### src/mem_region_pkg.sv
`default_nettype none

package mem_region_pkg;

  // Data word and byte lanes
  localparam int WORD_W   = 32;
  localparam int BE_W     = 4;
  localparam int OFFSET_W = 2;

  // Local data RAM geometry
  localparam int RAM_IDX_W = 10;
  localparam int RAM_WORDS = 1024;

  // Region field at the top of the address
  localparam int REGION_W = 12;
  localparam logic [REGION_W-1:0] RAM_REGION = 12'h001;

  // Bits between the region field and the RAM word index
  localparam int GAP_W = WORD_W - REGION_W - RAM_IDX_W - OFFSET_W;

  // LSU address, either as the raw bus word or split into fields
  typedef union packed {
    logic [WORD_W-1:0] raw;
    struct packed {
      logic [REGION_W-1:0]  region;
      logic [GAP_W-1:0]     unused;
      logic [RAM_IDX_W-1:0] idx;
      logic [OFFSET_W-1:0]  offset;
    } fields;
  } lsu_addr_u;

endpackage

`default_nettype wire

### src/ram_port_mux.sv
`default_nettype none

module ram_port_mux (
  input  logic                                 clk,
  input  logic                                 rst_n,

  // Host loader port, always accepted
  input  logic                                 host_req_i,
  input  logic                                 host_we_i,
  input  logic [mem_region_pkg::BE_W-1:0]      host_be_i,
  input  logic [mem_region_pkg::RAM_IDX_W-1:0] host_idx_i,
  input  logic [mem_region_pkg::WORD_W-1:0]    host_wdata_i,

  // Core data port
  input  logic                                 core_req_i,
  input  logic                                 core_we_i,
  input  logic [mem_region_pkg::BE_W-1:0]      core_be_i,
  input  logic [mem_region_pkg::RAM_IDX_W-1:0] core_idx_i,
  input  logic [mem_region_pkg::WORD_W-1:0]    core_wdata_i,
  output logic                                 core_gnt_o,
  output logic                                 core_rvalid_o,

  // Single RAM port
  output logic                                 ram_en_o,
  output logic                                 ram_we_o,
  output logic [mem_region_pkg::BE_W-1:0]      ram_be_o,
  output logic [mem_region_pkg::RAM_IDX_W-1:0] ram_idx_o,
  output logic [mem_region_pkg::WORD_W-1:0]    ram_wdata_o
);

  logic core_rvalid_q;

  // Host wins, core only gets the idle cycles
  assign core_gnt_o = core_req_i & ~host_req_i;

  assign ram_en_o = host_req_i | core_gnt_o;

  // Steer the winner onto the RAM port
  always_comb
  begin
    if (host_req_i)
    begin
      ram_we_o    = host_we_i;
      ram_be_o    = host_be_i;
      ram_idx_o   = host_idx_i;
      ram_wdata_o = host_wdata_i;
    end
    else
    begin
      ram_we_o    = core_we_i;
      ram_be_o    = core_be_i;
      ram_idx_o   = core_idx_i;
      ram_wdata_o = core_wdata_i;
    end
  end

  // RAM answers one cycle after the access, writes included
  always_ff @(posedge clk or negedge rst_n)
  begin
    if (!rst_n)
    begin
      core_rvalid_q <= 1'b0;
    end
    else
    begin
      core_rvalid_q <= core_gnt_o;
    end
  end

  assign core_rvalid_o = core_rvalid_q;

endmodule

`default_nettype wire

### config.mk
export PLATFORM = sky130hd
export DESIGN_NAME = ram_port_mux
export DESIGN_NICKNAME = d
export VERILOG_FILES = /design/src/mem_region_pkg.sv /design/src/ram_port_mux.sv
export SDC_FILE = /design/constraint.sdc
export NUM_CORES = 1
export LEC_CHECK = 0
export ABC_AREA = 1
export BUFFER_PORTS_ARGS = -buffer_cell sky130_fd_sc_hd__buf_2
export CORE_AREA = 2 2 58 60
export DETAILED_ROUTE_END_ITERATION = 12
export DIE_AREA = 0 0 60 62
export HOLD_SLACK_MARGIN = 0.1
export PLACE_DENSITY_LB_ADDON = 0.1
export SYNTH_ARGS = -nofsm -noshare
export SYNTH_HDL_FRONTEND = slang
export SYNTH_SLANG_ARGS = --single-unit
### constraint.sdc
create_clock -name clk -period 1.71 [get_ports clk]
set_input_delay 0.171 -clock clk [delete_from_list [all_inputs] [get_ports clk]]
set_output_delay 0.171 -clock clk [all_outputs]
set_load 0.005 [all_outputs]
Word level (Yosys, flattened, before mapping)
Index checks and enable logic that the tools add are counted.

word-level totals
  register bits = 1
  input bits = 98
  output and inout bits = 50

operators by class
  muxes and demuxes = 4
  bitwise gates (word level) = 3

operators by type and width
  cell                number
  two-way mux 32 bit  1
  two-way mux 10 bit  1
  two-way mux 4 bit   1
  AND 1 bit           1
  two-way mux 1 bit   1
  NOT 1 bit           1
  bitwise OR 1 bit    1

Logic depth before layout (Yosys ltp)
  depth in word-level cells = 3
  gate-level depth with buffers = 5
  gate-level depth less buffers = 3

Worst setup path after synthesis
Ideal clock, no wire load.

  path type = input to output
  from = input host_req_i
  to = output ram_wdata_o[19] (netlist bit)
  arrival = 639 ps
  setup slack = 900 ps
  stages = 5
  cell sequence = inv_2 -> buf_4 -> buf_2 -> nand2_1 -> nand2_1

between the ends
  longest elaborated chain between the ends = 1

RTL lines
  what                RTL line            RTL
  from (decl)         ram_port_mux.sv:8   input logic host_req_i,
  two-way mux 32 bit  ram_port_mux.sv:41  if (host_req_i)
  to (decl)           ram_port_mux.sv:28  output logic [mem_region_pkg::WORD_W-1:0] ram_wdata_o

No other way between the ends.

Worst setup path after layout
  from = input host_req_i
  to = output ram_wdata_o[0] (netlist bit)

The elaborated chain is that of the path after synthesis.

==> flow_metrics.tcl <==
set metrics [dict create \
    run_status "finished clean" \
    p_int_uw 208.9 \
    p_leak_nw 1.057 \
    dieWidth_um 60 \
    start_util_pct 19.80 \
    rows 21 \
    grt-ovfl-total 0 \
    hpwl_um 2618 \
    critPathTopFamily "buffers and inverters" \
    grt_start_max_net_pins 27 \
    fmax_ghz 0.9037 \
    setup_violations 0 \
    worst_pin_slew_ns 0.2609 \
    fill_cells 365 \
    worstPathCellList "buf_2 -> inv_2 -> buf_4 -> nand2_1 -> nand2_1 -> buf_2" \
    p_sw_uw 150.1 \
    pre_cts_slack_ns 0.5893 \
    synth.avg_cell_area_um2 4.034 \
    syn-cell-area_um2 629.4 \
    synth_cell_types 8 \
    grt_pass1_wl_um 3933 \
    fin_area_um2 1415 \
    yosys_warnings 0 \
    p_comb_share_pct 92.9 \
    antenna_found_initial 0 \
    cts_resized 0 \
    die_h_um 62 \
    vias 1346 \
    rsz0062_at_grt "false" \
    drive_gt1_share_pct 51.01 \
    end_kind "primary output" \
    drtIter0Drc 39 \
    critical_path_class "in2out" \
    synth_fa_ha_area_share_pct 0 \
    period_share_pct 64.71 \
    synth_top_family_by_area "simple AND/OR/NAND/NOR gates" \
    first_global_vias 922 \
    slew_viol_final 0 \
    synth-seq-area-share_pct 3.976 \
    postCtsSetupBuffers 0 \
    worstPathMaxFanout 14 \
    finalSetupTns_ns 0 \
    synth_xor_area_share_pct 0 \
    cp_data_arrival_time_ns 0.94 \
    layoutNonFillerInstCount 344 \
    vdd_drop_max_mv 0.08957 \
    area_growth_syn_to_layout_pct 124.9 \
    routedWlPerCell_um 9.070 \
    placed_area_um2 1405 \
    place_inst 343 \
    crit_path_max_incr_delay_ns 0.23 \
    hold_class "in2reg" \
    synthMuxAreaShare_pct 0 \
    cap_violations 0 \
    core_um2 3179 \
    firstDrtPassIters 4 \
    syn_inst 156 \
    synth_seq_cells 1 \
    hold_ws_ns 0.4204 \
    setup_slack_ns 0.6034 \
    worst_setup_path_start_kind "primary input" \
    largest_reg_flops 1 \
    fin_util_pct 44.51 \
    hold_viol 0 \
    synthSimpleGateAreaFrac_pct 85.29 \
    p_clk_share_pct 0 \
    fin_crit_ns 1.107 \
    gp_congestion 0.7919 \
    critPathBufInv 4 \
    relSlewSlack_pct 82.60 \
    switching_share_pct 41.80 \
    worstPathRequired_ns 1.54 \
    wl_um 3120 \
    synth_compound_area_share_pct 0 \
    die_area_um2 3720 \
    nNetsFinal 398 \
    p_per_area_nw_per_um2 253.7 \
    finalPower_uw 359.0 \
    clk_transition_reported_paths_ns 0 \
    drcViolationCount 0 \
    p_seq_share_pct 7.1 \
    port_buffers 147 \
    grt_usage_pct 13.26 \
    routed_via_density 3.913 \
    io-pin-count 148 \
    n_antenna_cell 0 \
    worst_path_max_delay_cell "buf_4" \
    ant_nets 0 \
    syn_nets 254 \
]
[power groups by stage]
stage                     Sequential (mW)  Clock (mW)  Combinational, mW
after detailed placement           0.0256           0              0.335
after global routing               0.0257           0              0.381
after global placement             0.0255           0              0.335
final                              0.0255           0              0.334
after floorplan                    0.0258           0              0.132
after CTS                          0.0255           0              0.338
[synthesized netlist by cell type]
| cell type | number | area (um2) |
|---|---|---|
| nand2_1 | 142 | 533.0 |
| buf_4 | 5 | 37.54 |
| inv_1 | 1 | 3.750 |
| nor2_1 | 1 | 3.750 |
| inv_2 | 1 | 3.750 |
| dfrtp_1 | 1 | 25.02 |
| buf_2 | 3 | 15.01 |
| clkbuf_1 | 2 | 7.510 |
[layout by cell type, fill, tap and decap left out, drive strengths merged]
cell type,instances
buf,151
nor2,1
dlygate4sd3,1
inv,2
nand2,142
dfrtp,1
[worst paths after layout]
path | from | end | slack, ns | cells past startpoint
max in group asynchronous | rst_n | core_rvalid_o | 1.13 | 2
worst max-delay path | host_req_i | ram_wdata_o[0] | 0.60 | 6
min in group asynchronous | rst_n | core_rvalid_o | 0.50 | 2
worst min-delay path | core_req_i | core_rvalid_o | 0.42 | 3
[layout make-up]
type                       instances  area (um2)  share of cell area (%)
inverter                           2       7.507                  0.5305
multi-input combinational        143       536.8                   37.93
tap                               46       57.56                   4.067
timing repair buffer             152       788.3                   55.70
sequential                         1       25.02                   1.768
[what timing repair did]
action                                  in CTS  in global routing
hold buffers                                 1                  0
endpoints found under the setup margin       0                  0
hold endpoints to repair                     1                  0
[routing by layer]
| layer | GRT usage (%) | vias up | routed length [um] |
|---|---|---|---|
| li1 | - | 740 | - |
| met1 | 14.43 | 525 | 1140 |
| met2 | 28.57 | 81 | 1669 |
| met3 | 1.449 | 0 | 310 |
| met4 | 0 | 0 | 0 |
| met5 | 0 | - | 0 |
[cell families after synthesis]
group | after synthesis
DFF | 1
and+or+nand+nor | 143
buffers and inverters | 12
Note: power is estimated with default switching activity, not from simulation.
