--- src/mem_region_pkg.sv ---
`default_nettype none

package mem_region_pkg;

  // Data word and byte lanes
  localparam int WORD_W   = 32;
  localparam int BE_W     = 4;
  localparam int OFFSET_W = 2;

  // Local data RAM geometry
  localparam int RAM_IDX_W = 10;
  localparam int RAM_WORDS = 1024;

  // Region field at the top of the address
  localparam int REGION_W = 12;
  localparam logic [REGION_W-1:0] RAM_REGION = 12'h001;

  // Bits between the region field and the RAM word index
  localparam int GAP_W = WORD_W - REGION_W - RAM_IDX_W - OFFSET_W;

  // LSU address, either as the raw bus word or split into fields
  typedef union packed {
    logic [WORD_W-1:0] raw;
    struct packed {
      logic [REGION_W-1:0]  region;
      logic [GAP_W-1:0]     unused;
      logic [RAM_IDX_W-1:0] idx;
      logic [OFFSET_W-1:0]  offset;
    } fields;
  } lsu_addr_u;

endpackage

`default_nettype wire

--- src/mem_region_decoder.sv ---
`default_nettype none

module mem_region_decoder (
  input  logic                                 clk,
  input  logic                                 rst_n,

  // LSU request side
  input  logic                                 lsu_req_i,
  input  logic [mem_region_pkg::WORD_W-1:0]    lsu_addr_i,
  output logic                                 lsu_gnt_o,
  output logic                                 lsu_rvalid_o,
  output logic [mem_region_pkg::WORD_W-1:0]    lsu_rdata_o,

  // Toward the RAM port mux
  output logic                                 ram_req_o,
  output logic [mem_region_pkg::RAM_IDX_W-1:0] ram_idx_o,
  input  logic                                 ram_gnt_i,
  input  logic                                 ram_rvalid_i,
  input  logic [mem_region_pkg::WORD_W-1:0]    ram_rdata_i,

  // Toward the external port
  output logic                                 ext_req_o,
  input  logic                                 ext_gnt_i,
  input  logic                                 ext_rvalid_i,
  input  logic [mem_region_pkg::WORD_W-1:0]    ext_rdata_i
);

  mem_region_pkg::lsu_addr_u lsu_addr;

  logic is_ram_addr;

  // Set while the pending response belongs to the external port
  logic resp_ext_q;

  assign lsu_addr.raw = lsu_addr_i;

  // Only one region maps onto the local RAM, all else goes outside
  assign is_ram_addr = (lsu_addr.fields.region == mem_region_pkg::RAM_REGION);

  assign ram_req_o = lsu_req_i & is_ram_addr;
  assign ext_req_o = lsu_req_i & ~is_ram_addr;

  // Word index, byte offset is dropped
  assign ram_idx_o = lsu_addr.fields.idx;

  // Grant comes from whichever side the request went to
  always_comb
  begin
    lsu_gnt_o = 1'b0;

    if (ext_req_o)
    begin
      lsu_gnt_o = ext_gnt_i;
    end
    else if (ram_req_o)
    begin
      lsu_gnt_o = ram_gnt_i;
    end
  end

  // Remember the response source on every accepted access
  always_ff @(posedge clk or negedge rst_n)
  begin
    if (!rst_n)
    begin
      resp_ext_q <= 1'b0;
    end
    else if (lsu_gnt_o)
    begin
      resp_ext_q <= ext_req_o;
    end
  end

  // Route response back to the LSU
  assign lsu_rdata_o = resp_ext_q ? ext_rdata_i : ram_rdata_i;

  // At most one access is pending, so the two valids never overlap
  assign lsu_rvalid_o = ram_rvalid_i | ext_rvalid_i;

endmodule

`default_nettype wire

--- config.mk ---
export PLATFORM = sky130hd
export DESIGN_NAME = mem_region_decoder
export DESIGN_NICKNAME = d
export VERILOG_FILES = /design/src/mem_region_pkg.sv /design/src/mem_region_decoder.sv
export SDC_FILE = /design/constraint.sdc
export NUM_CORES = 1
export LEC_CHECK = 0
export BUFFER_PORTS_ARGS = -buffer_cell sky130_fd_sc_hd__buf_2
export CAP_MARGIN = 20
export CORE_AREA = 2 2 57 59
export CTS_CLUSTER_DIAMETER = 50
export DETAILED_ROUTE_END_ITERATION = 12
export DIE_AREA = 0 0 59 61
export HOLD_SLACK_MARGIN = 0.02
export PLACE_DENSITY = 0.75
export SYNTH_ARGS = -nofsm -noshare
export SYNTH_HDL_FRONTEND = slang
export SYNTH_SLANG_ARGS = --single-unit
--- constraint.sdc ---
create_clock -name clk -period 1.8 [get_ports clk]
set_input_delay 0.45 -clock clk [delete_from_list [all_inputs] [get_ports clk]]
set_output_delay 0.45 -clock clk [all_outputs]
set_load 0.005 [all_outputs]
---- Word-level counts from Yosys, hierarchy flattened ----
Cells that the tools add are included.
word-level totals
  flip-flop bits (word level) ............. 1
  output and inout bits ................... 46
operators by class
  equality and inequality tests ........... 1
  mux-type cells .......................... 3
  bitwise operators ....................... 4
operators by type and width
  cell                 count
  $mux 32              1
  $eq 12x1->1 const B  1
  $and 1x1->1          2
  $mux 1               2
  $not 1->1            1
  $or 1x1->1           1

---- Depth between registers and ports, before layout ----
Gate-level depths: netlist (run 1).
  word-level depth ........................ 4
  mapped depth ............................ 4

---- Least setup slack after synthesis (run 1) ----
OpenSTA, ideal clock, no wires.
  path type ............................... input to output
  start ................................... input lsu_addr_i[22] (netlist bit)
  end ..................................... output lsu_gnt_o
  data arrival time ....................... 1.055 ns
  required time ........................... 1.350 ns
  path slack .............................. 0.295 ns
  stages .................................. 3
  buffers on the path ..................... 0
  cell sequence ........................... nor4_2 nand3_1 mux2i_1
on the way
  word-level cells in the longest chain between the ends .. 4
ends and longest elaborated chain
  element                                          line                                                text
  from (decl)                                      mem_region_decoder.sv:9                             input logic [mem_region_pkg::WORD_W-1:0] lsu_addr_i,
  $eq 12x1->1 *                                    mem_region_decoder.sv:38                            assign is_ram_addr = (lsu_addr.fields.region == mem_region_pkg::RAM_REGION);
  $and 1x1->1 / $not 1->1 (equally long branches)  mem_region_decoder.sv:40, mem_region_decoder.sv:41
  $mux 1 / $and 1x1->1 (equally long branches)     mem_region_decoder.sv:55, mem_region_decoder.sv:41
  $mux 1 *                                         mem_region_decoder.sv:51                            if (ext_req_o)
  to (decl)                                        mem_region_decoder.sv:10                            output logic lsu_gnt_o,
Every way passes the cells marked *; elsewhere a longest branch is shown, timed or not.

---- Worst setup path in the final report (run 1) ----
  start ................................... input lsu_addr_i[21] (netlist bit)
  end ..................................... output ext_req_o
on the way
  word-level cells in the longest chain between the ends .. 3
ends and longest elaborated chain
  element      line                      text
  $eq 12x1->1  mem_region_decoder.sv:38
  $not 1->1    mem_region_decoder.sv:41  assign ext_req_o = lsu_req_i & ~is_ram_addr;
  $and 1x1->1  mem_region_decoder.sv:41
  to (decl)    mem_region_decoder.sv:22  output logic ext_req_o,
Every way passes these cells.

==> metrics.yaml, run 1 <==
layout:
  n_antenna_cell: 0
  seq_area_um2: 25.0
  reg_top3: "resp_ext_q (1)"
  multi_input_area_um2: 489
  fillers: 297
  largest_register_ffs: 1
  top_register: "resp_ext_q"
  syn2layout_area_growth_pct: 99.8
  layoutNonFillerInstCount: 199
  drive_gt1_share_pct: 94.6
  nets: 271
sta:
  slew_headroom_pct: 84.3
  hold_viol_final: 0
  drv_slew: 0
  finalClockSkew_ns: 0
  finalSetupViolations: 0
  period_minus_slack_ns: 1.74
  fmax_mhz: 575
  hold_slack_ns: 0.225
  fin_crit_sh_pct: 96.7
  tightest_slew_ns: 0.234
critical_path:
  rr_worst_depth: 4
  crit_path_max_fanout: 3
  cp.arrival_ns: 1.29
  cp-start-kind: "input port"
  cp.required_ns: 1.35
  worstSetupEndpointType: "primary output"
  crit_type: "input port to primary output"
yosys:
  yosys_warnings: 0
  ys_ff_latch: 1
  yosysTopAreaCell: "mux2_2"
  synth_area_leaders: "mux2_2 (61%), buf_4 (17%), dfrtp_1 (4.2%), nor4_2 (4.2%), nor4b_2 (2.5%)"
  synth_top_area_share_pct: 61.1
  synthFlopType: "dfrtp_1"
  synth.avg_cell_area_um2: 9.82
  ys_seq_area_share_pct: 4.25
  syn_area_um2: 589
  synth_most_common_cell: "mux2_2"
  async_reset_ff_share_pct: 100
  synth_edf_count: 0
  yosys-top-cells-count: "mux2_2 (32), buf_4 (13), nand2_1 (2), nor4_2 (2)"
  syn_inst: 60
  synth.distinct_cells: 15
  postSynthNetCount: 163
routing:
  wl_per_cell_um: 11.8
  ant_nets: 0
  post-route-drc-count: 0
  vias: 873
  wl_mm: 2.34
  drt-vias-per-instance: 4.39
  drtIter0Drc: 9
  first_pass_iters: 4
die:
  die_area_mm2: 0.00360
  die_x_um: 59
  fp.dieH_um: 61
  core_area_mm2: 0.00295
  start_util_pct: 20.0
  ioPinCount: 149
  rows: 20
global_route:
  grt_pass1_vias: 748
  grt_pass1_wl_mm: 2.95
  grt_overflow: 0
  grt.total_usage_pct: 10.3
  grt_antenna_before_repair: 0
  grt_max_degree: 23
place:
  placed_cells: 199
  dp_hpwl_mm: 2.16
  port_buffers: 118
  gp_congestion: 0.678
run_status:
  status: "finished, final reports clean"
pwr:
  irDropWorstVdd_mv: 0.0895
  power.total_mw: 0.206
  power.density_mw_per_mm2: 175
  leakage_nw: 0.676
min_path:
  min_path_type: "input port to asynchronous set/reset pin"
clock_network:
  path_clk_slew_ns: 0
  clock_latency_ns: 0
run:
  cap_violations: 0
-- final timing paths --
| check | slack (ns) | start | to |
|---|---|---|---|
| max | 0.06 | lsu_addr_i[21] | ext_req_o |
| min | 0.23 | rst_n | resp_ext_q |
| max reg2reg | 0.79 | resp_ext_q | resp_ext_q |
| min reg2reg | 0.77 | resp_ext_q | resp_ext_q |
| max in group asynchronous | 1.49 | rst_n | resp_ext_q |
| min in group clk | 0.75 | ext_gnt_i | resp_ext_q |
-- layout make-up --
cell class	count	area share (%)
timing repair buffer	120	52.5
tap	33	3.51
inverter	1	0.319
sequential	1	2.13
multi-input combinational	44	41.6
-- layout by cell type (no fill, tap or decap) --
master and instances:
inv_1 1, a21oi_1 1, a2bb2oi_1 1, nand2_1 2, mux2_2 32, or2_2 1
and2_1 1, buf_12 1, mux2i_1 1, nor4b_4 1, dfrtp_1 1, nor4_4 2
buf_2 118, buf_4 1, and4_1 1, nand3_2 1
-- critical path, stage by stage --
cell	delay, ns
buf_2	0.11
nor4b_4	0.30
nand3_2	0.14
and2_1	0.17
buf_2	0.12
-- per-stage QoR --
step	utilization, %	worst slack (ns)	instance area, um2	setup TNS (ns)
after detailed placement	38.8	0.0112	1150	0
after global placement	38.8	0.0277	1150	0
final	39.9	0.0597	1180	0
after floorplan	-	0.295	589	0
after global routing	39.9	-0.000375	1180	-0.000375
after CTS	38.8	0.00230	1150	0
-- metal layers --
layer  vias to the layer above  GRT usage, %  wire [um]
li1                        422             -          -
met1                       366          11.5        855
met2                        83          20.8       1090
met3                         2          2.13        394
met4                         0         0.325          5
met5                         -             0          0
-- timing repair --
| action | CTS | global route |
|---|---|---|
| gates resized for setup | 0 | 4 |
| pin swaps | 1 | 1 |
| endpoints found under the hold margin | 0 | 0 |
| setup endpoints to repair | 1 | 2 |
| hold buffers | 0 | 0 |
| setup buffers | 0 | 0 |
-- cell families after synthesis --
family | Yosys count | synth area share [%]
multiplexers | 33 | 62.8
AND/OR/NAND/NOR | 9 | 12.5
buffers and inverters | 15 | 18.0
AO/OA/AOI/OAI | 2 | 2.33
flip-flops | 1 | 4.25
-- power by group --
| part | total [mW] | switching, mW | internal [mW] |
|---|---|---|---|
| Clock | 0 | 0 | 0 |
| Sequential | 0.0229 | 0.00000917 | 0.0229 |
| Combinational | 0.183 | 0.0626 | 0.121 |
No activity file was read; power rests on OpenSTA's default activity.
==> inputs of run 2 (changes only) <==
--- a/config.mk
+++ b/config.mk
@@ -9,4 +9,5 @@
 export CAP_MARGIN = 20
 export CORE_AREA = 2 2 57 59
+export CTS_BUF_LIST = sky130_fd_sc_hd__clkbuf_4 sky130_fd_sc_hd__clkbuf_8 sky130_fd_sc_hd__clkbuf_16
 export CTS_CLUSTER_DIAMETER = 50
 export DETAILED_ROUTE_END_ITERATION = 12
==> constraint.sdc (replaced) <==
create_clock -name clk -period 1.8 [get_ports clk]
set_input_delay 0.45 -clock clk [delete_from_list [all_inputs] [get_ports clk]]
set_output_delay 0.45 -clock clk [all_outputs]
set_load 0.05 [all_outputs]
==> metrics.yaml, run 2 (same netlist as run 1, synthesis figures left out) <==
place:
  gp_congestion: 0.631  # was 0.678
  pre_cts_slack_ns: -0.213  # was 0.0112 ns
  port_buffers: 118  # unchanged
  dp_hpwl_mm: 2.46  # was 2.16 mm
run_status:
  violations: "setup timing"
  status: "finished, violations left"  # was finished, final reports clean
critical_path:
  r2r-end: "resp_ext_q"  # unchanged
  cp.required_ns: 1.35  # about the same
  r2r_slack_ns: 0.75  # was 0.79 ns
  critPathSlowestCell: "nor4_4"  # was nor4b_4
  crit_path_max_fanout: 3  # unchanged
  cp-startpoint: "lsu_addr_i[25]"  # was lsu_addr_i[21]
  crit_type: "input port to primary output"  # unchanged
  cp_common_cell: "buf_6"  # was buf_2
  crit_end: "lsu_gnt_o"  # was ext_req_o
  slowest_delay_ns: 0.29  # was 0.30 ns
  cp_num_cells: 5  # unchanged
  rr_worst_depth: 4  # unchanged
  r2r-start: "resp_ext_q"  # unchanged
  cp-start-kind: "input port"  # unchanged
  path_cells: "buf_6 > nor4_4 > nand3_2 > mux2i_4 > buf_6"  # was buf_2 > nor4b_4 > nand3_2 > and2_1 > buf_2
  crit_buf_inv: 2  # unchanged
  crit_family: "simple AND/OR/NAND/NOR gates"  # unchanged
  cp.arrival_ns: 1.38  # was 1.29 ns
  worstSetupEndpointType: "primary output"  # unchanged
global_route:
  grt_pass1_vias: 818  # was 748
  grt_max_degree: 21  # was 23
  grt_overflow: 0  # unchanged
  grt.total_usage_pct: 13.5  # was 10.3%
  grt_pass1_wl_mm: 3.72  # was 2.95 mm
  grt_antenna_before_repair: 3  # was 0
routing:
  drtIter0Drc: 15  # was 9
  route.met2.wl_mm: 1.30  # was 1.09 mm
  vias: 891  # was 873
  first_pass_iters: 2  # was 4
  wl_mm: 2.73  # was 2.34 mm
  post-route-drc-count: 0  # unchanged
  top_layer: "met5"  # was met4
  drt-met1-wl_um: 878  # was 855 um
  ant_nets: 0  # unchanged
  wl_met3_um: 537  # was 394 um
  wl_per_cell_um: 13.4  # was 11.8 um
  drt-vias-per-instance: 4.37  # was 4.39
layout:
  layout_commonest_cell: "buf_2"  # unchanged
  drive_gt1_share_pct: 95.3  # was 94.6%
  reg_top3: "resp_ext_q (1)"  # unchanged
  final_cell_mix: "buf_2 (110), mux2_2 (32), buf_6 (7)"  # was buf_2 (118), mux2_2 (32), nor4_4 (2), nand2_1 (2)
  top_register: "resp_ext_q"  # unchanged
  largest_register_ffs: 1  # unchanged
  nets: 274  # was 271
  syn2layout_area_growth_pct: 117  # was 99.8%
pwr:
  seqPwrFrac_pct: 6.3  # was 11.1%
  irDropWorstVdd_mv: 0.150  # was 0.0895 mV
  clockPowerShare_pct: 0  # about the same
  swShare_pct: 57.0  # was 30.4%
  p_sw_mw: 0.207  # was 0.0626 mW
  power.density_mw_per_mm2: 284  # was 175 mW/mm2
  leakage_nw: 0.704  # was 0.676 nW
  power_frac_comb_pct: 93.7  # was 88.9%
  internal-power_mw: 0.156  # was 0.144 mW
sta:
  fin_crit_sh_pct: 102  # was 96.7%
  hold_viol_final: 0  # unchanged
  tightest_slew_ns: 0.241  # was 0.234 ns
  finalClockSkew_ns: 0  # unchanged
  fin_setup_tns_ns: -0.0565  # was 0 ns
  finalSetupViolations: 2  # was 0
  rsz0062_at_grt: "yes"
  drv_slew: 0  # unchanged
  slew_headroom_pct: 83.8  # was 84.3%
  fmax_mhz: 545  # was 575 MHz
  period_minus_slack_ns: 1.83  # was 1.74 ns
  layout_setup_ws_ns: -0.0340  # was 0.0597 ns
die:
  ioPinCount: 149  # unchanged
  start_util_pct: 20.0  # unchanged
  core_area_mm2: 0.00295  # unchanged
  fp.dieH_um: 61  # unchanged
  die_x_um: 59  # unchanged
  die_area_mm2: 0.00360  # unchanged
  rows: 20  # unchanged
clock_network:
  path_clk_slew_ns: 0  # about the same
  clock_latency_ns: 0  # about the same
run:
  cap_violations: 0  # unchanged
min_path:
  min_path_type: "input port to asynchronous set/reset pin"  # unchanged
-- run 2: area by class of cell --
type / count / area (um2)
antenna: 2 / 5.00
sequential: 1 / 25.0
fill: 323 / 1680
timing repair buffer: 123 / 699
inverter: 1 / 3.75
multi-input combinational: 44 / 502
tap: 33 / 41.3
-- run 2: worst min path at each step --
| stage | from | endpoint | slack (ns) | depth (start not counted) |
|---|---|---|---|---|
| finish | rst_n | resp_ext_q | 0.23 | 1 |
| global route | rst_n | resp_ext_q | 0.23 | 1 |
| CTS | rst_n | resp_ext_q | 0.23 | 1 |
| global placement | rst_n | resp_ext_q | 0.23 | 1 |
| floorplan | rst_n | resp_ext_q | 0.15 | 0 |
| detailed placement | rst_n | resp_ext_q | 0.23 | 1 |
-- run 2: what timing repair did --
| action | in CTS | in global routing |
|---|---|---|
| resized for setup | 11 | 3 |
| hold buffers | 0 | 0 |
| setup buffers | 1 | 1 |
| pin swaps | 3 | 4 |
| setup endpoints to repair | 2 | 3 |
-- run 2: power groups by stage --
stage / clock, mW / sequential [mW] / combinational (mW)
floorplan: 0 / 0.0229 / 0.258
global placement: 0 / 0.0229 / 0.320
detailed placement: 0 / 0.0229 / 0.325
CTS: 0 / 0.0229 / 0.340
global route: 0.0000000742 / 0.0229 / 0.357
finish: 0.000000149 / 0.0229 / 0.339
-- run 2: through the flow --
step	power (mW)	cells	utilization (%)	hold slack, ns	area (um2)
after floorplan	0.281	60	-	0.154	602
after global placement	0.343	200	39.9	0.225	1180
after detailed placement	0.348	200	39.9	0.227	1180
after CTS	0.363	201	42.3	0.227	1250
after global routing	0.380	203	43.1	0.229	1270
final	0.362	204	43.2	0.226	1280
-- run 2: layer usage --
metal	vias to the layer above	GRT usage, %
li1	432	-
met1	376	13.7
met2	79	24.3
met3	2	9.38
met5	-	0
met4	2	0
